--- src/logic/pipe_ctrl_pkg.sv ---
package pipe_ctrl_pkg;

    // where an execute operand comes from
    // none means the value read from the register file in decode
    typedef enum logic [1:0] {
        none      = 2'b00,
        mem       = 2'b01,
        writeback = 2'b10
    } forward_type;

    // instruction rom depth in words
    localparam int imem_words = 64;
    // data ram depth in words
    localparam int dmem_words = 64;

endpackage

--- src/logic/rv_isa_pkg.sv ---
package rv_isa_pkg;

    // data word width
    localparam int xlen = 32;
    // register index width, 32 architectural registers
    localparam int reg_addr_w = 5;

    // major opcodes of the supported rv32i subset
    // op_nop is all zeros and marks a bubble in any stage
    typedef enum logic [6:0] {
        op_nop    = 7'b0000000,
        op_lui    = 7'b0110111,
        op_auipc  = 7'b0010111,
        op_jal    = 7'b1101111,
        op_jalr   = 7'b1100111,
        op_branch = 7'b1100011,
        op_load   = 7'b0000011,
        op_store  = 7'b0100011,
        op_imm    = 7'b0010011,
        op_reg    = 7'b0110011
    } opcode_t;

    // alu operations, pass_b feeds the immediate straight through for lui
    typedef enum logic [2:0] {
        alu_add,
        alu_sub,
        alu_and,
        alu_or,
        alu_xor,
        alu_slt,
        alu_pass_b
    } alu_op_t;

endpackage
--- src/logic/data_memory.sv ---
`timescale 1ns/1ns

module data_memory import rv_isa_pkg::*, pipe_ctrl_pkg::*; (
    input  logic            clk,
    input  logic            rst_n,
    input  logic            mem_read,
    input  logic            mem_write,
    input  logic [xlen-1:0] addr,
    input  logic [xlen-1:0] wr_data,
    output logic [xlen-1:0] rd_data
);

    logic [xlen-1:0]                 ram [dmem_words];
    logic [$clog2(dmem_words)-1:0]   word_idx;

    // word index, byte offset dropped
    assign word_idx = addr[$clog2(dmem_words)+1:2];

    // no store lands while the core is held in reset
    always_ff @(posedge clk) begin
        if (rst_n && mem_write) begin
            ram[word_idx] <= wr_data;
        end
    end

    // zero unless a load is in the stage
    assign rd_data = mem_read ? ram[word_idx] : '0;

endmodule

--- config.mk ---
export PLATFORM = sky130hd
export DESIGN_NAME = data_memory
export DESIGN_NICKNAME = d
export VERILOG_FILES = /design/src/logic/pipe_ctrl_pkg.sv /design/src/logic/rv_isa_pkg.sv /design/src/logic/data_memory.sv
export SDC_FILE = /design/constraint.sdc
export NUM_CORES = 2
export LEC_CHECK = 0
export BUFFER_PORTS_ARGS = -buffer_cell sky130_fd_sc_hd__buf_2
export CORE_MARGIN = 5
export CORE_UTILIZATION = 45
export CTS_BUF_LIST = sky130_fd_sc_hd__clkbuf_2 sky130_fd_sc_hd__clkbuf_4 sky130_fd_sc_hd__clkbuf_8
export CTS_CLUSTER_DIAMETER = 50
export DETAILED_ROUTE_END_ITERATION = 10
export SETUP_SLACK_MARGIN = 0.4
export SLEW_MARGIN = 0
export SYNTH_ARGS = -nofsm -noshare
export SYNTH_HDL_FRONTEND = slang
export SYNTH_SLANG_ARGS = --single-unit
--- constraint.sdc ---
create_clock -name clk -period 3.3 [get_ports clk]
set_input_delay 0.33 -clock clk [delete_from_list [all_inputs] [get_ports clk]]
set_output_delay 0.33 -clock clk [all_outputs]
set_load 0.1 [all_outputs]
======== Word level (Yosys, flattened, before mapping) ========
Memories as Yosys holds them, arrays and structs flattened.
Cells that the tools add are included.
word-level totals
  output and inout port bits .............. 32
  input bits .............................. 68
  register bits ........................... 0
  logic and storage cells ................. 5
  memories ................................ 1
  memory bits (writable) .................. 2048
cells by class
  multiplexer cells ....................... 3
  reduce and logical (&&, ||, !) cells .... 1
memories
  name  depth  width  read ports  clocked after memory_dff  write ports  RTL line           source
  ram   64     32     1           0                         1            data_memory.sv:13  logic [xlen-1:0] ram [dmem_words];
operator list
  operator           count
  $mux 32            1
  $mux 1             2
  $logic_and 1x1->1  1

======== Longest topological paths before layout ========
  word-level depth ........................ 3
  mapped depth ............................ 10
  mapped depth without buffers ............ 6

======== Worst setup path after synthesis ========
OpenSTA, ideal clock, no wires.
  path type ............................... input port to output port
  start ................................... input addr[2]
  end ..................................... output rd_data[14]
  arrival ................................. 3.282 ns
  stages on the path ...................... 9
  data required time ...................... 2.970 ns
  slack ................................... -0.312 ns
  path buffers ............................ 3
  cells stage by stage .................... buf_6 buf_8 nor3b_4 buf_4 nand2_1 o2111ai_1 a21oi_1 or3_1 a41oi_1
between the ends
  longest elaborated chain between the ends .. 2
RTL lines
  what           RTL line           source
  from (decl)    data_memory.sv:8   input logic [xlen-1:0] addr,
  $mem_v2 64x32  --
  $mux 32        data_memory.sv:27  assign rd_data = mem_read ? ram[word_idx] : '0;
  to (decl)      data_memory.sv:10  output logic [xlen-1:0] rd_data
No other way between the ends.

======== Worst setup path after layout ========
  start ................................... memory ram[22][17]
  end ..................................... output rd_data[17]
between the ends
  longest elaborated chain between the ends .. 2
RTL lines
  what           RTL line
  from (decl)    data_memory.sv:13
  $mem_v2 64x32  --
  $mux 32        data_memory.sv:27
No other way between the ends.

==> metrics.yaml <==
vias: 47900
finalMaxSlewViolations: 0
whs_ns: 0.0993
status: "complete, but fails checks"
rsz0062_at_grt: "true"
fp-row-count: 153
regMostFlops: "ram"
clockBufferDepth: 4
clkTransAtPathRegs_ns: 0.07
ys.flop_type: "edfxtp_1"
hold_viol: 0
netlist_area_um2: 78100
instances_no_fill: 7689
power.switching_w: 0.0125
end_kind: "output pin"
critPathRequiredTime_ns: 2.97
ant_nets: 0
via_per_inst: 6.22
cp_max_fo: 1
power_frac_comb_pct: 7.7
p_clk_share_pct: 38.9
htree_levels: 5
clock_sinks: 2048
io_buffer_count: 73
synth_cells: 4503
syn_area_per_cell_um2: 17.4
dieWidth_um: 427
coreArea_um2: 173000
antenna_found_initial: 19
seqPwrFrac_pct: 53.4
use_met1_pct: 36.8
overflow: 0
placed_cell_area_um2: 86500
cts_tree: "yes"
multi_input_area_um2: 16900
holdCritPathClass: "in -> reg"
finalNetCount: 5195
globalplace.congestion: 0.879
violations: "setup timing"
p_int_w: 0.0414
wirelength_mm: 241
max_slew_margin_pct: 11.8
drc_errors: 0
power.density_nw_per_um2: 571
grt_pass1_vias: 46800
design_area_um2: 94300
leakage_nw: 30.3
grt_busiest_layer: "met2"
grt_max_degree: 69
fin_tns_setup_ns: -1.90
post-route-period-util_pct: 111
drv_cap: 0
fmax_ghz: 0.274
worstPathArrival_ns: 3.32
yosysWarnings: 0
synth_edf_count: 2048
power_switching_share_pct: 23.2
cp-endpoint: "rd_data[17]"
worstMarginPinSlew_ns: 1.32
setup.worst_path.start: "ram[22][17]"
slowest_stage: "nand4_1"
fillers: 13600
grt_pass1_wl_mm: 342
period_needed_ns: 3.65
critical-path-max-stage-delay_ns: 0.46
largestRegisters: "ram (2048)"
wl_per_cell_um: 31.4
finalWorstSetupSlack_ns: -0.353
start_util_pct: 45.1
io-pin-count: 100
first_pass_iters: 6
hpwlAfterDp_mm: 147
use_met3_pct: 5.72
cts_buffers: 341
syn_to_final_growth_pct: 20.7
path_cells: "a221oi_2, nor3_1, nor3_2, nand4_1, buf_4, o31a_1, buf_12"
seq_area_frac_synth_pct: 78.7
initialDrtViolationCount: 6076
drive_above_1_share_pct: 28.1
crit_type: "reg -> out"
grt.total_usage_pct: 26.2
finalPower_w: 0.0538
synth_nets: 4571
cts_root_buf: "clkbuf_8"
setup_viol: 16
die-area_um2: 182000
dp.cells: 7084
largest_reg_flops: 2048
die_h_um: 427
start_kind: "flip-flop"
ys_types: 58
seqCellArea_um2: 61500
yosys_register_bits: 2048
grtUsageMet2_pct: 39.9
synthArstFlopShare_pct: 0
peakVddDrop_mv: 0.450
## cell usage in the layout, fill, tap and decap left out, types with 98 or more instances in the layout
cell      instances
a21oi_1         118
a221oi_1        195
a22oi_1         324
buf_12          161
buf_4           374
clkbuf_4        117
clkbuf_8        349
edfxtp_1       2048
mux2i_1         165
nand2_1         119
nor2_1          156
o21ai_0          98
## synth_stat cells (all sizes together), types with 3 or more instances
master   number  share of area (%)
o31a         15               0.17
nand4        13               0.10
o2111ai      15               0.17
o221ai       21               0.24
nor3         44               0.29
o21ai       117               0.75
a221oi      263                3.0
a31oi        17               0.14
nor4         16               0.13
a221o        18               0.23
nor2        246                1.2
o22ai       102               0.82
clkbuf      158               0.76
and2          5              0.040
o21bai        3              0.029
a211o        15               0.17
o22a         16               0.18
and3          3              0.024
mux2         80                1.2
a21oi       145               0.93
nand2b        6              0.048
a211oi       20               0.19
mux4         22               0.63
a22o         85               0.95
or3          17               0.14
buf         184                1.3
a41oi        15               0.17
o211ai       29               0.28
a22oi       352                3.4
and4         14               0.16
nand2       123               0.59
inv           4              0.019
edfxtp     2048                 79
mux2i       165                2.1
nor2b        21               0.17
nor3b         5              0.069
nand3        64               0.41
## per-layer routing
metal  up-vias  part of all wire, %
li1      20000                    -
met1     24800                   40
met2      2638                   45
met3       460                  9.8
met4        12                  4.6
met5         -                0.032
## how the worst min path moves through the flow
| stage | startpoint | end | slack [ns] | depth (start not counted) |
|---|---|---|---|---|
| after global routing | wr_data[11] | ram[61][11] | 0.06 | 1 |
| after CTS | wr_data[11] | ram[62][11] | 0.003 | 1 |
| after detailed placement | wr_data[26] | ram[22][26] | 0.66 | 1 |
| final | wr_data[8] | ram[5][8] | 0.1 | 1 |
| after floorplan | wr_data[0] | ram[0][0] | 0.43 | 0 |
| after global placement | wr_data[26] | ram[22][26] | 0.65 | 1 |
## layout make-up
class / count / area share, %
flip-flops and latches: 2048 / 65.2
inverters: 4 / 0.0172
repair buffers: 623 / 7.17
multi-input cells: 2109 / 17.9
diodes: 10 / 0.0265
well taps: 2325 / 3.08
clock inverters: 104 / 0.548
clock buffers: 466 / 6.02
## what timing repair did
action                                  in CTS  in global routing
hold endpoints to repair                   439                  0
pin swaps                                  105                 67
buffers inserted                             2                  0
endpoints found under the setup margin      32                 32
hold buffers                                23                  0
resized for setup                          208                 78
## stage by stage
| step | setup slack, ns | utilization, % |
|---|---|---|
| floorplan | -0.0556 | - |
| global placement | -0.645 | 49.9 |
| detailed placement | -0.644 | 49.9 |
| CTS | -0.460 | 54.2 |
| global route | -0.460 | 54.4 |
| finish | -0.353 | 54.5 |
## power groups by stage
stage,sequential [W],clock (W),combinational [W]
after floorplan,0.0293,0,0.00172
after detailed placement,0.0293,0,0.00392
after CTS,0.0288,0.0212,0.00409
final,0.0288,0.0209,0.00416
after global placement,0.0293,0,0.00388
after global routing,0.0287,0.0224,0.00432
## worst max-delay path: cells and delay by family, from the launching register on
family | cells | cell delay, ns
and+or+nand+nor | 3 | 0.80
buffers and inverters | 2 | 0.50
AOI/OAI and AO/OA | 2 | 0.62
DFF | 1 | 0.38
## cells by family (layout without fill, tap and decap cells)
kind of cell	Yosys count	count (layout)	synth area share, %
AOI/OAI and AO/OA	1260	1260	11.9
DFF	2048	2048	78.7
other	0	10	0
buffers and inverters	346	1197	2.11
and+or+nand+nor	582	582	3.40
muxes	267	267	3.90
(Power assumes the default switching activity.)
