--- src/logic/pipe_ctrl_pkg.sv ---
package pipe_ctrl_pkg;

    // where an execute operand comes from
    // none means the value read from the register file in decode
    typedef enum logic [1:0] {
        none      = 2'b00,
        mem       = 2'b01,
        writeback = 2'b10
    } forward_type;

    // instruction rom depth in words
    localparam int imem_words = 64;
    // data ram depth in words
    localparam int dmem_words = 64;

endpackage

--- src/logic/rv_isa_pkg.sv ---
package rv_isa_pkg;

    // data word width
    localparam int xlen = 32;
    // register index width, 32 architectural registers
    localparam int reg_addr_w = 5;

    // major opcodes of the supported rv32i subset
    // op_nop is all zeros and marks a bubble in any stage
    typedef enum logic [6:0] {
        op_nop    = 7'b0000000,
        op_lui    = 7'b0110111,
        op_auipc  = 7'b0010111,
        op_jal    = 7'b1101111,
        op_jalr   = 7'b1100111,
        op_branch = 7'b1100011,
        op_load   = 7'b0000011,
        op_store  = 7'b0100011,
        op_imm    = 7'b0010011,
        op_reg    = 7'b0110011
    } opcode_t;

    // alu operations, pass_b feeds the immediate straight through for lui
    typedef enum logic [2:0] {
        alu_add,
        alu_sub,
        alu_and,
        alu_or,
        alu_xor,
        alu_slt,
        alu_pass_b
    } alu_op_t;

endpackage
--- src/logic/execute_unit.sv ---
`timescale 1ns/1ns

module execute_unit import rv_isa_pkg::*, pipe_ctrl_pkg::*; (
    input  logic [xlen-1:0] pc,
    input  logic [xlen-1:0] reg_a_val,
    input  logic [xlen-1:0] reg_b_val,
    input  logic [xlen-1:0] imm,
    input  forward_type     fwd_a,
    input  forward_type     fwd_b,
    input  logic [xlen-1:0] mem_result,
    input  logic [xlen-1:0] wb_result,
    input  alu_op_t         alu_op,
    input  logic            src_a_pc,
    input  logic            src_b_imm,
    input  logic            branch,
    input  logic            branch_ne,
    input  logic            jump,
    input  logic            jalr,
    output logic [xlen-1:0] alu_result,
    output logic [xlen-1:0] store_data,
    output logic            branch_taken,
    output logic [xlen-1:0] target
);

    logic [xlen-1:0] op_a;
    logic [xlen-1:0] op_b;
    logic [xlen-1:0] src_a;
    logic [xlen-1:0] src_b;
    logic [xlen-1:0] alu_out;

    function automatic logic [xlen-1:0] pick(forward_type sel, logic [xlen-1:0] rf_val);
        case (sel)
            mem:       return mem_result;
            writeback: return wb_result;
            default:   return rf_val;
        endcase
    endfunction

    // forwarded register operands, also used by the compare and the store
    always_comb begin
        op_a = pick(fwd_a, reg_a_val);
        op_b = pick(fwd_b, reg_b_val);
    end

    assign src_a = src_a_pc ? pc : op_a;
    assign src_b = src_b_imm ? imm : op_b;

    always_comb begin
        case (alu_op)
            alu_sub:    alu_out = src_a - src_b;
            alu_and:    alu_out = src_a & src_b;
            alu_or:     alu_out = src_a | src_b;
            alu_xor:    alu_out = src_a ^ src_b;
            alu_slt:    alu_out = {{(xlen - 1){1'b0}}, $signed(src_a) < $signed(src_b)};
            alu_pass_b: alu_out = src_b;
            default:    alu_out = src_a + src_b;
        endcase
    end

    // jumps write the link address instead
    assign alu_result = jump ? pc + 32'd4 : alu_out;
    assign store_data = op_b;

    assign branch_taken = branch && (branch_ne ? (op_a != op_b) : (op_a == op_b));

    // jalr target has bit 0 cleared
    assign target = jalr ? ((op_a + imm) & ~32'd1) : pc + imm;

endmodule

--- config.mk ---
export PLATFORM = sky130hd
export DESIGN_NAME = execute_unit
export DESIGN_NICKNAME = d
export VERILOG_FILES = /design/src/logic/pipe_ctrl_pkg.sv /design/src/logic/rv_isa_pkg.sv /design/src/logic/execute_unit.sv
export SDC_FILE = /design/constraint.sdc
export NUM_CORES = 1
export LEC_CHECK = 0
export ABC_AREA = 1
export BUFFER_PORTS_ARGS = -buffer_cell sky130_fd_sc_hd__buf_2
export CORE_ASPECT_RATIO = 1.5
export CORE_MARGIN = 2
export CORE_UTILIZATION = 30
export DETAILED_ROUTE_END_ITERATION = 16
export GPL_TIMING_DRIVEN = 0
export REMOVE_ABC_BUFFERS = 1
export SLEW_MARGIN = 20
export SYNTH_ARGS = -nofsm -noshare
export SYNTH_HDL_FRONTEND = slang
export SYNTH_SLANG_ARGS = --single-unit
--- constraint.sdc ---
create_clock -name vclk -period 5.9
set_clock_uncertainty 0.2 [all_clocks]
set_input_delay 1.18 -clock vclk [all_inputs]
set_output_delay 1.18 -clock vclk [all_outputs]
set_load 0.005 [all_outputs]
-- After elaboration in Yosys (flattened, before gate mapping)
Cells that the tools add are included.
- bitwise operators: 3
- add/subtract/negate cells: 5
- equality and inequality tests: 12
- mux-type cells: 8
- reduce and logical (&&, ||, !) cells: 1
- order comparisons: 1
- operators by type and width (kind ; number):
    $pmux 32 s6 ; 1
    $mux 32 ; 4
    $pmux 32 s2 ; 2
    $add 32x32->32 ; 3
    $add 32x3->32 const B ; 1
    $and 32x32->32 ; 1
    $eq 32x32->1 ; 1
    $lt 32x32->1 ; 1
    $ne 32x32->1 ; 1
    $or 32x32->32 ; 1
    $sub 32x32->32 ; 1
    $xor 32x32->32 ; 1
    $eq 3x3->1 const B ; 3
    $eq 3x2->1 const B ; 2
    $eq 2x1->1 const B ; 2
    $eq 2x2->1 const B ; 2
    $eq 3x1->1 const B ; 1
    $logic_and 1x1->1 ; 1
    $mux 1 ; 1
- output and inout port bits: 97
- flip-flop bits (word level): 0
- logic and storage cells: 30
- bits of input ports: 205

-- Depth between registers and ports, before layout
- depth after elaboration: 6
- depth in mapped cells: 25
- gate-level depth less buffers: 24

-- Worst setup path before layout
Ideal clock, no wire load.
- kind: input -> output
- from: input fwd_a[0]
- to: output alu_result[16]
- required time: 4.520 ns
- arrival time: 3.779 ns
- cell stages on the path: 20
- slack: 0.741 ns
- buffers on the path: 1
- cells stage by stage: inv_1 -> ha_1 -> inv_2 -> buf_6 -> or2_0 -> nand2_1 -> o21ai_0 -> inv_1 -> fa_1 -> o21bai_1 -> nand2_1 -> nand3_1 -> nand2_1 -> nand2_1 -> nand2_1 -> nand2_1 -> nand2_1 -> nand3_1 -> nand2_1 -> nand2_1
- longest elaborated chain between the ends: 6
- elaborated cells on any way between the ends: 11
- those cells by class: 2 x add/sub; 2 x eq/ne; 4 x mux; 3 x bitwise
- RTL lines (what ; line ; source):
    start: declaration ; execute_unit.sv:8 ; input forward_type fwd_a,
    $eq 2x2->1 / $eq 2x1->1 (equally long branches) ; execute_unit.sv:32 ; case (sel)
    $pmux 32 s2 (*) ; execute_unit.sv:32 ;
    $mux 32 (*) ; execute_unit.sv:45 ; assign src_a = src_a_pc ? pc : op_a;
    $add 32x32->32, or another cell as far along ; execute_unit.sv:56 ; default: alu_out = src_a + src_b;
    $pmux 32 s6 (*) ; execute_unit.sv:49 ; case (alu_op)
    $mux 32 (*) ; execute_unit.sv:61 ; assign alu_result = jump ? pc + 32'd4 : alu_out;
    end: declaration ; execute_unit.sv:19 ; output logic [xlen-1:0] alu_result,
Mark *: on every way between the ends. The rest lies on a longest branch, timed or not.

-- Final worst setup path
- from: input fwd_a[0]
- to: output alu_result[24]
Same word-level chain as after synthesis.

==> results.md <==
- Clkbuf count: 0
- Num sequential: 0
- Ys Warns: 0
- Post-CTS Hold Buffers: 0
- Nets: 3584
- Horiz. Die Dim: 183.9 um
- Area growth syn-to-layout: 23.68%
- Setup repair after global routing missed its margin: yes
- Maximum clock frequency: 171.9 MHz
- Max rail drop VDD: 64.20 uV
- First-pass GRT wire length: 110.8 mm
- FP Rows: 98
- Hpwl dp: 63.91 mm
- Crit path to: alu_result[24]
- WP data required: 4.52 ns
- Area leader, netlist: nand2_1
- Setup CP Type: in2out
- Number of global-route vias before repair: 19656
- Top cell by count, worst path: nand2_1
- PD cells: 159.9 nW/um^2
- Remaining global-route overflow: 0
- Worst min path class: in2out
- Crit end category: output port
- Port bufs: 302
- CP Max Fanout: 31
- GR Util met1: 0.3070
- Met2 Usage GRT: 0.5270
- Leakage Power: 9.758 nW
- Post-synthesis sequential area ratio: 0
- Drt pass-1 iters: 6
- Layout cells sized above 1: 0.1931
- Core Util, Final: 0.3767
- Vias per std cell: 5.390
- Busiest layer in global routing: met2
- Initial Utilization: 0.3046
- Initial antenna violation count: 9
- Tcrit/Tclk final: 0.9857
- Via Count: 20596
- Largest net degree at the start of global routing: 65
- Final worst slack: 0.08423 ns
- Final Power: 2.881 mW
- Dominant cells by area after synthesis: nand2_1, ha_1, inv_1
- Distinct cells, synth: 51
- Routability cong.: 1.006
- Hold path cells: 4
- Endpoints failing setup: 0
- Worst path slowest cell: fa_1
- DP Worst Slack: -0.9869 ns
- Worst path arrival time: 4.44 ns
- Syn Inst Count: 2965
- Mapped Area: 14560 um^2
- Min-delay src: branch
- Most common cell in the netlist: nand2_1
- Cell chain of the critical path: buf_2, inv_1, ha_4, inv_8, nand3_1, nand2_1, o21ai_2, inv_1, fa_1, inv_1, nand2_1, nand3_2, nand2_1, nand2_1, nand2_1, nand3_1, nand2_1, nand3_1, nand3_1, nand2_1, buf_2
- Final Hold Fails: 0
- Detailed Route WL: 78.10 mm
- Antenna Nets Post-Route: 0
- Setup crit start kind: input pin
- Status: completed
- Post-place instance area: 16560 um^2
- Slew Viols, Final: 0
- Final design area excluding fillers: 18010 um^2
- Setup_tns: 0 ns
- Gr usage total: 0.2895
- Core area: 47820 um^2
- Die Y: 273.9 um
- Leading cell types by count after synthesis: nand2_1, inv_1, nand3_1, nor2_1, ha_1
- WL/cell: 20.44 um
- Avg Cell Area, Syn: 4.912 um^2
- Register area: 0 um^2
- Die Area: 50360 um^2
- Least-Margin Pin Slew: 1.084 ns
- Worst Setup SP: fwd_a[0]
- Crit-path max cell delay: 0.51 ns
- Iteration-0 DRC Markers: 1616
- Met3 Use GR: 0.02006
- Tmin final: 5.816 ns
- Relative slew margins: 0.2726
- Share of the synthesized area in the top cell type: 0.2729
- Max-cap violation count: 0
- Residual DRC: 0
- I/O pins: 302
layout make-up:
type                            count  area (um^2)
Multi-Input combinational cell   2384        13430
Inverter                          494         1894
Fill cell                        5555        29810
Timing Repair inverter              4        68.82
Tap cell                          600        750.7
Antenna cell                       10        25.02
Timing Repair Buffer              329         1843
metal layers:
layer | vias up | part of all wire
met4 | 0 | 0.11
met1 | 9289 | 0.35
li1 | 9948 | -
met2 | 997 | 0.48
met5 | - | 0
met3 | 362 | 0.060
critical path: cells and delay by family:
family / cells / cell delay, ns
AOI/OAI and AO/OA: 1 / 0.35
buffers and inverters: 6 / 0.76
adders and majority gates: 2 / 0.91
and+or+nand+nor: 12 / 1.22
metrics by stage:
step / cells / hold WS [ns]
after CTS: 3791 / 2.461
after global routing: 3820 / 2.477
after detailed placement: 3788 / 2.460
after floorplan: 2878 / 2.191
after global placement: 3780 / 2.462
final: 3821 / 2.455
what timing repair did:
action                     CTS  global route
buffers inserted             1            18
setup endpoints to repair   55            31
pin swaps                    2            21
resized for setup          104           230
gates cloned                 2             2
kinds of logic (layout without fill, tap and decap cells):
group           count (synthesis)  count (layout)  share of synthesized area
xor+xnor                       44              44                    0.02646
other cells                     0              10                          0
compound gates                486             486                     0.1892
buf+inv                       581             827                     0.1597
simple gates                 1688            1688                     0.4800
fa+ha+maj                     166             166                     0.1447
worst min path at each step:
stage                               to
after floorplan              target[0]
after global placement    branch_taken
after detailed placement  branch_taken
after CTS                 branch_taken
after global routing      branch_taken
final                     branch_taken
cells in the final DEF (no fill, tap or decap), types with 7 or more instances in the layout:
cell type	instances
nor2_1	210
o21ai_4	19
nand2_2	42
or2_1	9
xnor2_1	18
nor3_1	28
ha_4	29
or2_2	12
buf_2	301
nand4_1	24
xor2_1	26
o21ai_0	105
o21ai_2	38
o21ai_1	42
a21oi_1	138
a21o_1	7
and3_1	8
buf_12	7
nand3b_1	9
inv_1	451
nand2_1	1016
nor2_2	36
a21boi_0	11
nand3_2	14
a21oi_2	18
diode_2	10
or2_0	10
o211ai_1	7
o22ai_1	25
o21a_1	8
buf_4	16
inv_2	38
o21bai_1	23
ha_1	127
a31oi_1	10
nand3_1	239
a211oi_1	13
power by group:
part	internal (mW)	total [mW]	switching [mW]
combinational	0.957	2.88	1.92
clock	0.000000227	0.000000227	0
sequential	0	0	0
Power figures use the tool's default switching activity.
