--- src/logic/rv_isa_pkg.sv ---
package rv_isa_pkg;

    // data word width
    localparam int xlen = 32;
    // register index width, 32 architectural registers
    localparam int reg_addr_w = 5;

    // major opcodes of the supported rv32i subset
    // op_nop is all zeros and marks a bubble in any stage
    typedef enum logic [6:0] {
        op_nop    = 7'b0000000,
        op_lui    = 7'b0110111,
        op_auipc  = 7'b0010111,
        op_jal    = 7'b1101111,
        op_jalr   = 7'b1100111,
        op_branch = 7'b1100011,
        op_load   = 7'b0000011,
        op_store  = 7'b0100011,
        op_imm    = 7'b0010011,
        op_reg    = 7'b0110011
    } opcode_t;

    // alu operations, pass_b feeds the immediate straight through for lui
    typedef enum logic [2:0] {
        alu_add,
        alu_sub,
        alu_and,
        alu_or,
        alu_xor,
        alu_slt,
        alu_pass_b
    } alu_op_t;

endpackage
--- src/logic/register_file.sv ---
`timescale 1ns/1ns

module register_file import rv_isa_pkg::*; (
    input  logic                  clk,
    input  logic                  rst_n,
    input  logic [reg_addr_w-1:0] rd_addr_a,
    input  logic [reg_addr_w-1:0] rd_addr_b,
    output logic [xlen-1:0]       rd_data_a,
    output logic [xlen-1:0]       rd_data_b,
    input  logic                  wr_en,
    input  logic [reg_addr_w-1:0] wr_addr,
    input  logic [xlen-1:0]       wr_data
);

    // x0 has no storage
    logic [xlen-1:0] regs [1:(1 << reg_addr_w) - 1];

    always_ff @(posedge clk or negedge rst_n) begin
        if (!rst_n) begin
            for (int i = 1; i < (1 << reg_addr_w); i++) begin
                regs[i] <= '0;
            end
        end else if (wr_en && (wr_addr != '0)) begin
            regs[wr_addr] <= wr_data;
        end
    end

    // same-cycle write shows through, decode sees the writeback value
    function automatic logic [xlen-1:0] read_port(logic [reg_addr_w-1:0] addr);
        if (addr == '0) begin
            return '0;
        end
        if (wr_en && (wr_addr == addr)) begin
            return wr_data;
        end
        return regs[addr];
    endfunction

    always_comb begin
        rd_data_a = read_port(rd_addr_a);
        rd_data_b = read_port(rd_addr_b);
    end

endmodule

--- config.mk ---
export PLATFORM = sky130hd
export DESIGN_NAME = register_file
export DESIGN_NICKNAME = d
export VERILOG_FILES = /design/src/logic/rv_isa_pkg.sv /design/src/logic/register_file.sv
export SDC_FILE = /design/constraint.sdc
export NUM_CORES = 2
export LEC_CHECK = 0
export BUFFER_PORTS_ARGS = -buffer_cell sky130_fd_sc_hd__buf_2
export CORE_ASPECT_RATIO = 1.75
export CORE_MARGIN = 2
export CORE_UTILIZATION = 45
export CTS_CLUSTER_SIZE = 10
export DETAILED_ROUTE_END_ITERATION = 7
export GPL_TIMING_DRIVEN = 1
export SYNTH_ARGS = -nofsm -noshare
export SYNTH_HDL_FRONTEND = slang
export SYNTH_SLANG_ARGS = --single-unit
--- constraint.sdc ---
create_clock -name clk -period 3.4 [get_ports clk]
set_input_delay 0.51 -clock clk [delete_from_list [all_inputs] [get_ports clk]]
set_output_delay 0.51 -clock clk [all_outputs]
set_load 0.01 [all_outputs]
* Word-level counts from Yosys, hierarchy flattened *
Index checks and enable logic that the tools add are counted.

word-level totals
  register bits after elaboration = 992
  latch bits = 0
  RAM bits = 0
  ROM bits = 0
  bits of input ports = 50
  output and inout port bits = 64
  word-level logic and storage cells = 70
  memories kept = 0

cells by class
  $add $sub $neg = 0
  multiply operators = 0
  div/mod/pow operators = 0
  $lt $le $gt $ge = 4
  equal/unequal tests = 2
  shifts and indexed selects = 0
  muxes and demuxes = 23
  bitwise logic cells = 3
  reductions and logical operators = 7

operators by type and width
  kind                                                         number
  bitwise mux 992 bit                                          1
  2-to-1 mux 32 bit                                            13
  binary-select mux 32 bit (select 5 bit)                      2
  demux 32 bit (select 5 bit)                                  1
  greater-or-equal comparator 6 bit (second input constant)    3
  inverter 5 -> 6 bit                                          3
  == test 5 bit                                                2
  logical NOT 5 bit                                            2
  less-than comparator 6 x 1 -> 1 bit (second input constant)  1
  2-to-1 mux 1 bit                                             6
  nonzero test 5 bit                                           1
  logical AND 1 bit                                            4

* Logic depth before layout (Yosys ltp) *
  depth in word-level cells = 6
  depth in mapped cells = 9
  mapped depth without buffers = 5

* Worst setup path before layout *
No wires, ideal clock.

  path kind = input to output
  start point = in rd_addr_a[1]
  end point = out rd_data_a[12]
  data arrival time = 1.968 ns
  required time = 2.890 ns
  setup slack = 0.922 ns
  stages on the path = 9
  buffers on the path = 4
  cells stage by stage = buf_4 buf_6 buf_2 buf_2 mux4_2 mux2i_1 o22ai_1 a211oi_1 nor2_1

on the way
  longest elaborated chain between the ends = 6
  elaborated cells on any way between the ends = 13
  those cells by class = 1 x eq/ne; 9 x mux; 1 x bitwise; 2 x reduce/logical

RTL lines
  what                                                                                              line                                      RTL
  from (decl)                                                                                       register_file.sv:6                        input logic [reg_addr_w-1:0] rd_addr_a,
  inverter 5 -> 6 bit (implied by the code) / == test 5 bit (equally long branches)                 register_file.sv:36, register_file.sv:33
  binary-select mux 32 bit (select 5 bit) / logical AND 1 bit (equally long branches)               register_file.sv:36, register_file.sv:33
  2-to-1 mux 32 bit (implied by the code) / 2-to-1 mux 1 bit (equally long branches) (2 in series)  register_file.sv:36, register_file.sv:33
  2-to-1 mux 32 bit                                                                                 register_file.sv:36                       return regs[addr];
  2-to-1 mux 32 bit (*)                                                                             register_file.sv:33                       if (wr_en && (wr_addr == addr)) begin
  to (decl)                                                                                         register_file.sv:8                        output logic [xlen-1:0] rd_data_a,

Mark *: on every way between the ends. The rest lies on a longest branch, timed or not. The select of a mux whose other input is x is not followed.

* Worst setup path after layout *
  start point = in rd_addr_b[2]
  end point = out rd_data_b[21]

on the way
  longest elaborated chain between the ends = 6
  elaborated cells on any way between the ends = 13
  those cells by class = 1 x eq/ne; 9 x mux; 1 x bitwise; 2 x reduce/logical

RTL lines
  what                                                                                              line                                      RTL
  from (decl)                                                                                       register_file.sv:7                        input logic [reg_addr_w-1:0] rd_addr_b,
  inverter 5 -> 6 bit (implied by the code) / == test 5 bit (equally long branches)                 register_file.sv:36, register_file.sv:33
  binary-select mux 32 bit (select 5 bit) / logical AND 1 bit (equally long branches)               register_file.sv:36, register_file.sv:33
  2-to-1 mux 32 bit (implied by the code) / 2-to-1 mux 1 bit (equally long branches) (2 in series)  register_file.sv:36, register_file.sv:33
  2-to-1 mux 32 bit                                                                                 register_file.sv:36
  2-to-1 mux 32 bit (*)                                                                             register_file.sv:33
  to (decl)                                                                                         register_file.sv:9                        output logic [xlen-1:0] rd_data_b,

Marked as above.

==> impl_metrics.json <==
{
  "ys_async_sr_fraction": 1.000,
  "grt_max_degree": 97,
  "slowest_stage": "nor3_2",
  "yosysTopAreaCell": "dfrtp_1",
  "die_w_um": 266.4,
  "failed_checks": "setup timing",
  "synth_edf_count": 0,
  "drive_gt1_frac": 0.5314,
  "yosysSeqAreaShare": 0.4578,
  "nFillCells": 10190,
  "drt_iter0_drc": 3402,
  "gp_congestion": 0.8904,
  "largest_reg_flops": 992,
  "nets": 4148,
  "insertion_delay_ps": 740,
  "cp_max_fo": 28,
  "vdd_drop_max_mv": 0.3736,
  "r2r_setup_slack_ps": 2570,
  "dp_cells": 5510,
  "num_vias": 37960,
  "place_ws_ps": -345.4,
  "grt_pass1_wl_um": 287800,
  "clock-skew-final_ps": 0,
  "synth-main-ff-cell": "dfrtp_1",
  "met3WireLength_um": 13240,
  "synth_top_area_share": 0.4578,
  "cp-start-kind": "primary input",
  "core_um2": 119600,
  "syn_inst": 3901,
  "critPathCaptureType": "output pin",
  "ant_nets": 0,
  "cts.htree.levels": 3,
  "die-area_um2": 123400,
  "antenna_found_initial": 18,
  "path_cells": "clkbuf_8 > buf_4 > buf_12 > mux2i_1 > a221o_1 > o22ai_2 > a211oi_1 > nor3_2 > buf_2",
  "routedWlPerCell_um": 35.19,
  "critPathMaxStageDelay_ps": 550,
  "hold_viol_final": 0,
  "routed_wl_um": 198900,
  "setup_violations": 1,
  "cts_tree": "yes",
  "tightest_slew_ps": 806.5,
  "min_path_type": "primary input to register",
  "netlist_area_um2": 54230,
  "ys_ff_latch": 992,
  "yosys_warnings": 0,
  "track_usage": 0.3248,
  "cts_root_buffer": "clkbuf_16",
  "path_class": "primary input to output pin",
  "wl_met2_um": 99700,
  "ios": 114,
  "p_leak_nw": 26.90,
  "std_cell_rows": 168,
  "overflow": 0,
  "maxCapViolCount": 0,
  "layout_commonest_cell": "mux2_2",
  "fmaxAchievable_mhz": 291.3,
  "grt_pass1_vias": 40390,
  "hold_ws_ps": 162.9,
  "finish.utilization": 0.5167,
  "required_ps": 2890,
  "outcome": "finished with violations",
  "power_density_nw_per_um2": 558.5,
  "drv_slew": 0,
  "cts.sinks": 992,
  "maxSlewHeadroom": 0.4624,
  "largestRegisters": "regs (992)",
  "dp_hpwl_um": 134300,
  "mappedNetlistNets": 3951,
  "cp.arrival_ps": 2920,
  "yosysUniqueCellTypes": 58,
  "clk_path_buf_depth": 3,
  "clk_pin_slew_worst_paths_ps": 50,
  "period_minus_slack_ps": 3433,
  "initial_core_util": 0.4534,
  "drt-pass1-iter-count": 7,
  "io_buffers": 113,
  "layoutNonFillerInstCount": 5652,
  "final_cell_mix": "mux2_2 (1133), dfrtp_1 (992), mux4_2 (337)",
  "syn2layout_area_growth_pct": 13.97,
  "dieHeight_um": 463.2,
  "cts_buffers": 110,
  "regMostFlops": "regs",
  "highest_layer": "met5",
  "via_per_inst": 6.715,
  "synth_area_leaders": "dfrtp_1 (46%), mux2_2 (24%), mux4_2 (14%)",
  "setup_ws_ps": -32.51,
  "fin_crit_sh": 1.010,
  "power_mw": 34.52,
  "drc_errors": 0,
  "wl_met1_um": 70220,
  "syn_area_per_cell_um2": 13.90
}
==> what timing repair did <==
item,CTS,global route
hold buffers,1,0
setup endpoints to repair,16,14
pin swaps,4,3
gates resized for setup,21,13
buffers inserted,4,0
hold endpoints to repair,38,0
gates cloned,1,0
==> cell type report <==
| cell class | count | area, um^2 | area share |
|---|---|---|---|
| tap | 1530 | 1914 | 0.03097 |
| clock inverter | 5 | 46.29 | 0.0007490 |
| timing repair buffer | 510 | 4538 | 0.07343 |
| sequential | 992 | 24820 | 0.4017 |
| inverter | 3 | 11.26 | 0.0001822 |
| antenna | 8 | 20.02 | 0.0003239 |
| clock buffer | 123 | 2897 | 0.04687 |
| multi-input combinational | 2481 | 27550 | 0.4458 |
==> synth_stat cells (24+ instances only) <==
master / number
o22ai_1: 116
buf_1: 49
mux4_2: 337
a221o_1: 37
nand2_1: 24
nor4_1: 47
dfrtp_1: 992
buf_6: 38
buf_2: 130
nor2_1: 200
o21ai_0: 29
nor3_1: 74
nor2b_1: 49
mux2i_1: 132
buf_4: 41
mux2_2: 1133
a211oi_1: 96
a221oi_1: 62
clkbuf_1: 165
==> power by group <==
part / internal, mW / switching [mW] / total, mW / leakage [nW]
clock network: 5.90 / 4.81 / 10.7 / 1.44
logic: 4.53 / 3.35 / 7.88 / 12.8
registers: 14.1 / 1.79 / 15.9 / 12.7
==> worst max-delay path, delay by kind of cell <==
kind                   cells  cell delay, ps
muxes                      1             100
and+or+nand+nor            1             550
buffers and inverters      4             920
AOI/OAI and AO/OA          3             760
==> metal layers <==
layer,vias to the layer above,track usage
li1,15320,-
met1,20250,0.3727
met2,1725,0.5492
met3,657,0.05881
met4,6,0.2216
met5,-,0
==> metrics by stage <==
stage,setup TNS [ps],cell area [um^2]
3_5_place_dp,-2415,58580
5_1_grt,-19.73,61800
2_1_floorplan,0,54230
4_1_cts,0,61710
3_3_place_gp,-2266,58580
6_report,-32.51,61800
==> path summary, 6_finish.rpt <==
path	startpoint	end	cells after the start
hold / removal	wr_data[6]	regs[134]$_DFFE_PN0P_	2
max in group asynchronous	rst_n	regs[549]$_DFFE_PN0P_	4
setup reg to reg	regs[637]$_DFFE_PN0P_	regs[637]$_DFFE_PN0P_	1
min in group asynchronous	rst_n	regs[392]$_DFFE_PN0P_	2
setup / recovery	rd_addr_b[2]	rd_data_b[21]	9
hold reg to reg	regs[633]$_DFFE_PN0P_	regs[633]$_DFFE_PN0P_	1
==> logic make-up (layout without fill, tap and decap cells) <==
family | Yosys count | in the layout | share of synthesized area
DFF | 992 | 992 | 0.4578
AOI/OAI and AO/OA | 402 | 402 | 0.05512
muxes | 1624 | 1624 | 0.4042
and+or+nand+nor | 445 | 445 | 0.04049
buffers and inverters | 428 | 641 | 0.04082
xor gates and xnor gates | 10 | 10 | 0.001615
other | 0 | 8 | 0
Power figures use the tool's default switching activity.
