$ cat config.mk
export PLATFORM = sky130hd
export DESIGN_NAME = decode_unit
export DESIGN_NICKNAME = d
export VERILOG_FILES = /design/src/logic/rv_isa_pkg.sv /design/src/logic/decode_unit.sv
export SDC_FILE = /design/constraint.sdc
export NUM_CORES = 1
export LEC_CHECK = 0
export BUFFER_PORTS_ARGS = -buffer_cell sky130_fd_sc_hd__buf_2
export CAP_MARGIN = 10
export CORE_AREA = 2 2 56 58
export DETAILED_ROUTE_END_ITERATION = 16
export DIE_AREA = 0 0 58 60
export PLACE_DENSITY = 0.81
export RECOVER_POWER = 25
export SYNTH_ARGS = -nofsm -noshare
export SYNTH_HDL_FRONTEND = slang
export SYNTH_SLANG_ARGS = --single-unit
$ cat constraint.sdc
create_clock -name vclk -period 1.3
set_clock_uncertainty 0.2 [all_clocks]
set_input_delay 0.13 -clock vclk [all_inputs]
set_output_delay 0.13 -clock vclk [all_outputs]
set_load 0.01 [all_outputs]
$ cat src/logic/rv_isa_pkg.sv
package rv_isa_pkg;

    // data word width
    localparam int xlen = 32;
    // register index width, 32 architectural registers
    localparam int reg_addr_w = 5;

    // major opcodes of the supported rv32i subset
    // op_nop is all zeros and marks a bubble in any stage
    typedef enum logic [6:0] {
        op_nop    = 7'b0000000,
        op_lui    = 7'b0110111,
        op_auipc  = 7'b0010111,
        op_jal    = 7'b1101111,
        op_jalr   = 7'b1100111,
        op_branch = 7'b1100011,
        op_load   = 7'b0000011,
        op_store  = 7'b0100011,
        op_imm    = 7'b0010011,
        op_reg    = 7'b0110011
    } opcode_t;

    // alu operations, pass_b feeds the immediate straight through for lui
    typedef enum logic [2:0] {
        alu_add,
        alu_sub,
        alu_and,
        alu_or,
        alu_xor,
        alu_slt,
        alu_pass_b
    } alu_op_t;

endpackage
$ cat src/logic/decode_unit.sv
`timescale 1ns/1ns

module decode_unit import rv_isa_pkg::*; (
    input  logic [xlen-1:0]       instr,
    output opcode_t               opcode,
    output logic [reg_addr_w-1:0] rs1,
    output logic [reg_addr_w-1:0] rs2,
    output logic [reg_addr_w-1:0] rd,
    output logic [xlen-1:0]       imm,
    output alu_op_t               alu_op,
    output logic                  reg_write,
    output logic                  mem_read,
    output logic                  mem_write,
    output logic                  branch,
    output logic                  branch_ne,
    output logic                  jump,
    output logic                  jalr,
    output logic                  src_b_imm,
    output logic                  src_a_pc
);

    logic [2:0] funct3;
    logic       funct7_b5;

    assign rs1       = instr[19:15];
    assign rs2       = instr[24:20];
    assign rd        = instr[11:7];
    assign funct3    = instr[14:12];
    assign funct7_b5 = instr[30];

    // anything outside the subset becomes a bubble
    always_comb begin
        case (instr[6:0])
            op_lui, op_auipc, op_jal, op_jalr, op_branch,
            op_load, op_store, op_imm, op_reg: opcode = opcode_t'(instr[6:0]);
            default: opcode = op_nop;
        endcase
    end

    // immediate format follows the opcode
    always_comb begin
        case (opcode)
            op_imm, op_load, op_jalr:
                imm = {{20{instr[31]}}, instr[31:20]};
            op_store:
                imm = {{20{instr[31]}}, instr[31:25], instr[11:7]};
            op_branch:
                imm = {{19{instr[31]}}, instr[31], instr[7], instr[30:25], instr[11:8], 1'b0};
            op_lui, op_auipc:
                imm = {instr[31:12], 12'b0};
            op_jal:
                imm = {{11{instr[31]}}, instr[31], instr[19:12], instr[20], instr[30:21], 1'b0};
            default:
                imm = '0;
        endcase
    end

    // loads, stores, auipc and branches all use the adder
    always_comb begin
        alu_op = alu_add;
        if (opcode == op_lui) begin
            alu_op = alu_pass_b;
        end else if (opcode inside {op_imm, op_reg}) begin
            case (funct3)
                // sub only exists in the register form
                3'b000:  alu_op = (opcode == op_reg && funct7_b5) ? alu_sub : alu_add;
                3'b010:  alu_op = alu_slt;
                3'b100:  alu_op = alu_xor;
                3'b110:  alu_op = alu_or;
                3'b111:  alu_op = alu_and;
                default: alu_op = alu_add;
            endcase
        end
    end

    assign reg_write = opcode inside {op_lui, op_auipc, op_jal, op_jalr,
                                      op_load, op_imm, op_reg};
    assign mem_read  = (opcode == op_load);
    assign mem_write = (opcode == op_store);
    assign branch    = (opcode == op_branch);
    // funct3 bit 0 separates bne from beq
    assign branch_ne = branch && funct3[0];
    assign jump      = opcode inside {op_jal, op_jalr};
    assign jalr      = (opcode == op_jalr);
    assign src_a_pc  = (opcode == op_auipc);
    assign src_b_imm = opcode inside {op_lui, op_auipc, op_load, op_store, op_imm, op_jalr};

endmodule

Word level (Yosys, flattened, before mapping) --
Cells that the tools add are included.
Word-level totals: register bits after elaboration 0, bits in latches 0, bits in writable memories 0, memory bits (read-only) 0, input bits 32, output and inout port bits 66, word-level logic and storage cells 38, memories 0
Cells by class: add/sub/neg operators 0, multipliers 0, div/mod/pow operators 0, order comparisons 0, eq/ne operators 22, shift operators 0, mux-type cells 6, bitwise gates (word level) 0, reductions and logical operators 10
Operator list (number):
- 32-bit one-hot mux with 5 select lines | 1
- 7-bit by 6-bit equality test with 1-bit output, second input constant | 6
- 7-bit equality test, second input constant | 6
- 7-bit by 5-bit equality test with 1-bit output, second input constant | 4
- 3-bit one-hot mux with 5 select lines | 1
- 7-bit by 2-bit equality test with 1-bit output, second input constant | 2
- 3-bit equality test, second input constant | 3
- 9-bit OR reduction | 1
- 7-bit two-way mux | 1
- 7-bit nonzero test | 1
- 3-bit two-way mux | 2
- 6-bit nonzero test | 1
- 2-bit nonzero test | 2
- 3-bit by 2-bit equality test with 1-bit output, second input constant | 1
- 3-bit logical NOT | 1
- 3-bit OR reduction | 1
- 1-bit logical AND | 2
- 2-bit OR reduction | 1
- 1-bit two-way mux | 1

Logic depth before layout (Yosys ltp) --
depth in word-level cells 9, depth in mapped cells 5, gate-level depth less buffers 3

Worst setup path before layout --
Ideal clock, no wire load.
path kind input -> output, start input instr[3], end output branch_ne, data arrival time 1.201 ns, data required time 0.970 ns, setup slack -0.231 ns, cell stages on the path 4, path buffers 1, cells stage by stage buf_6 -> or4b_4 -> nor3_4 -> and2_1
On the way: longest elaborated chain between the ends 5, elaborated cells between the ends (all ways) 13, classes of those cells 10 x eq/ne; 1 x mux; 2 x reduce/logical
RTL lines:
- start, declared | RTL line decode_unit.sv:4 | input logic [xlen-1:0] instr,
- 7-bit by 6-bit equality test with 1-bit output (tied with other cells) | RTL line decode_unit.sv:33 | case (instr[6:0])
- 9-bit OR reduction | RTL line decode_unit.sv:33
- 7-bit two-way mux (*) | RTL line decode_unit.sv:33
- 7-bit equality test (*) | RTL line decode_unit.sv:80 | assign branch = (opcode == op_branch);
- named net branch | RTL line decode_unit.sv:14 | output logic branch,
- 1-bit logical AND (*) | RTL line decode_unit.sv:82 | assign branch_ne = branch && funct3[0];
- end, declared | RTL line decode_unit.sv:15 | output logic branch_ne,
The timed path passes the listed nets; every way through them passes the cells marked *.

Worst setup path after layout --
start input instr[4], end output imm[31]
On the way: longest elaborated chain between the ends 6, elaborated cells between the ends (all ways) 22, classes of those cells 17 x eq/ne; 2 x mux; 3 x reduce/logical
RTL lines:
- 7-bit by 6-bit equality test with 1-bit output (tied with other cells) | RTL line decode_unit.sv:33
- 9-bit OR reduction | RTL line decode_unit.sv:33
- 7-bit two-way mux (*) | RTL line decode_unit.sv:33
- 7-bit by 2-bit equality test with 1-bit output (tied with other cells) | RTL line decode_unit.sv:42 | case (opcode)
- 3-bit OR reduction or 2-bit OR reduction (tied branches) | RTL line decode_unit.sv:42
- 32-bit one-hot mux with 5 select lines (*) | RTL line decode_unit.sv:42
- end, declared | RTL line decode_unit.sv:9 | output logic [xlen-1:0] imm,
Every way passes the cells marked *; elsewhere a longest branch is shown, timed or not.

==> summary.txt <==
Worst setup path
  – CP max stage cell: and4b_2
  – Crit path cell chain: buf_8 > buf_6 > and4b_2 > buf_4 > a41oi_1 > a31oi_1 > buf_2
  – WS Path Type: in -> out
  – Req. time, crit path: 0.97 ns
  – Critical Path End Type: output port
  – Crit-path max FO: 4
  – CP max stage delay: ~0.37 ns
  – CP startpoint kind: primary input
  – Top delay family on crit path: buffers and inverters
  – Bufs and invs on worst path: 4
  – Worst EP arrival: ~1.3 ns

STA
  – FMAX: 615 MHz
  – Unrepaired setup endpoints after global routing: yes
  – Final Hold Viols: 0
  – Worst relative slew slack: roughly 76%
  – Setup TNS Final: -11.17 ns
  – Final Cycle Share: 125%
  – Crit path time final: 1.63 ns
  – Worst-margin pin slew: approximately 0.36 ns
  – Final setup viols: roughly 50
  – Post-route setup slack: -0.326 ns
  – Final Max Tran Viols: 0

Finish
  – Area grow syn2layout: 132%
  – ANT cells: 0
  – Layout fillers: around 170
  – FF+latch count: 0
  – Finished Cell Area: approximately 0.0022 mm^2
  – Share of cells above drive strength 1: 77.2%
  – Clock buffer cells: 0
  – Register area: 0 um^2
  – Area occupied by multi-input gates: around 0.0010 mm^2
  – Finished Core Util: 74.8%
  – Final net count: just under 300

Pwr
  – Static Leak: 0.00116 uW
  – NetSw: ~290 uW
  – Clock Power Share: 0%
  – VDD IR max: around 220 uV
  – Power per Cell Area: roughly 260 mW/mm^2
  – Sequential power share: 0%
  – Total power: between 500 and 600 uW
  – Cell-internal power: roughly 260 uW
  – Comb pwr share: 100.0%
  – Sw frac: a little over half

Detailed routing
  – Post-DR wirelength/cell: ~19 um
  – # DRC: 0
  – Total Wirelength: approximately 5500 um
  – DRT antenna net count: 0
  – Vias/cell: around 6.0
  – DR pass1 iterations: 5
  – DR vias: ~1800
  – DRT iter0 DRCs: ~140

Synth
  – Synth Area per Inst: around 6.5 um^2
  – Sequential-to-total area share from yosys stat: 0%
  – Cell Area, Synth: approximately 940 um^2
  – Count of different cell masters after synthesis: 43
  – Syn nets: approximately 180
  – Post-Syn Instances: between 100 and 150
  – Yosys Warn Count: 0

Floorplanning
  – Row cnt: 20
  – Starting Density: between 30% and 40%
  – Die Wd: 58 um
  – Total die area: about 0.0035 mm^2
  – Core Region: about 0.0029 mm^2
  – Ports: 98
  – Die height: ~60 um

GRT
  – Antenna violations before repair: 0
  – GR Overflow Total: 0
  – Vias in the first global route: roughly 1300
  – First-pass GRT wire length: approximately 6100 um
  – GRT Total Usage: a little over a fifth
  – Largest net degree at the start of global routing: 14

Clocking
  – Hold-fix buffers, CTS: 0

Placement
  – Area after DPL: around 0.0016 mm^2
  – Placed wire-length estimate: ~2800 um
  – RePlAce Congestion: roughly 0.87
  – Setup WS pre-CTS: -0.349 ns
  – PortBufs: between 90 and 100

Job
  – # Max-Cap Violations: 0

Run status
  – Status: complete, but fails checks
  – Failing checks: negative setup slack

Min path
  – Worst hold path class: in -> out
==> layout make-up <==
type                            instances  area share (%)
Tap cell                               33            1.90
Timing Repair Buffer                  146            50.4
Multi-Input combinational cell        108            46.8
Inverter                                5           0.865
==> logic make-up (layout without fill, tap and decap cells) <==
logic type	count (synthesis)	in the layout	share of synthesized area (%)
xor gates and xnor gates	1	1	0.936
buffers and inverters	35	151	22.1
muxes	1	1	1.07
AOI/OAI and AO/OA	30	30	25.7
and+or+nand+nor	76	76	50.3
==> cell usage after synthesis, types with 2 or more instances <==
master,n,share of area [%]
a211o_1,2,1.9
inv_1,5,2.0
nor2_1,8,3.2
a22o_1,4,3.7
nand2b_1,3,2.0
buf_2,9,4.8
nand3_1,12,6.4
nor3_4,2,3.5
buf_4,15,12
nand4_1,17,11
a21oi_1,3,1.6
and2_1,7,4.7
a31oi_1,3,2.0
o2bb2ai_1,11,10
clkbuf_1,4,1.6
nand2_1,8,3.2
nor3_1,4,2.1
==> path summary, 6_finish.rpt <==
check | start | endpoint | slack [ns] | depth (start not counted)
min | instr[9] | rd[2] | 0.26 | 2
max | instr[4] | imm[31] | -0.33 | 7
==> through the flow <==
stage / instances / hold WS (ns)
floorplan: 143 / 0.0886
global placement: 275 / 0.258
detailed placement: 275 / 0.261
CTS: 283 / 0.261
global route: 292 / 0.283
finish: 292 / 0.262
==> power groups by stage <==
stage / clock, uW / sequential (uW) / combinational [uW]
floorplan: 0 / 0 / 218
global placement: 0 / 0 / 387
detailed placement: 0 / 0 / 394
CTS: 0 / 0 / 439
global route: 0 / 0 / 580
finish: 0 / 0 / 554
==> what timing repair did <==
action                                  4_1_cts  5_1_grt
resized for setup                            29       64
gates cloned                                  1        0
buffers inserted                              7        9
pin swaps                                     9       37
endpoints found under the setup margin       51       51
==> cells in the final DEF, fill, tap and decap left out, types with 2 or more instances in the layout <==
cell type / count
buf_2: 74
buf_6: 36
buf_4: 27
nand4_1: 17
o2bb2ai_2: 10
and2_4: 7
nand3_2: 7
nand2_1: 6
nor2_1: 4
inv_1: 4
nand3_1: 4
a22o_1: 4
nor2_4: 3
nor3_4: 3
nor3_2: 3
a21oi_2: 3
buf_8: 3
clkbuf_1: 3
buf_12: 3
nand2b_1: 2
nand2_4: 2
nor2_2: 2
a211o_1: 2
a31oi_1: 2
==> layer usage <==
metal | track usage (%) | part of all wire, % | wire length (um)
met2 | 42.0 | 49 | 2690
met3 | 1.95 | 11 | 627
met5 | 0 | 0 | 0
met4 | 2.66 | 4.2 | 228
met1 | 26.8 | 35 | 1930
Note: power is estimated with default switching activity, not from simulation.
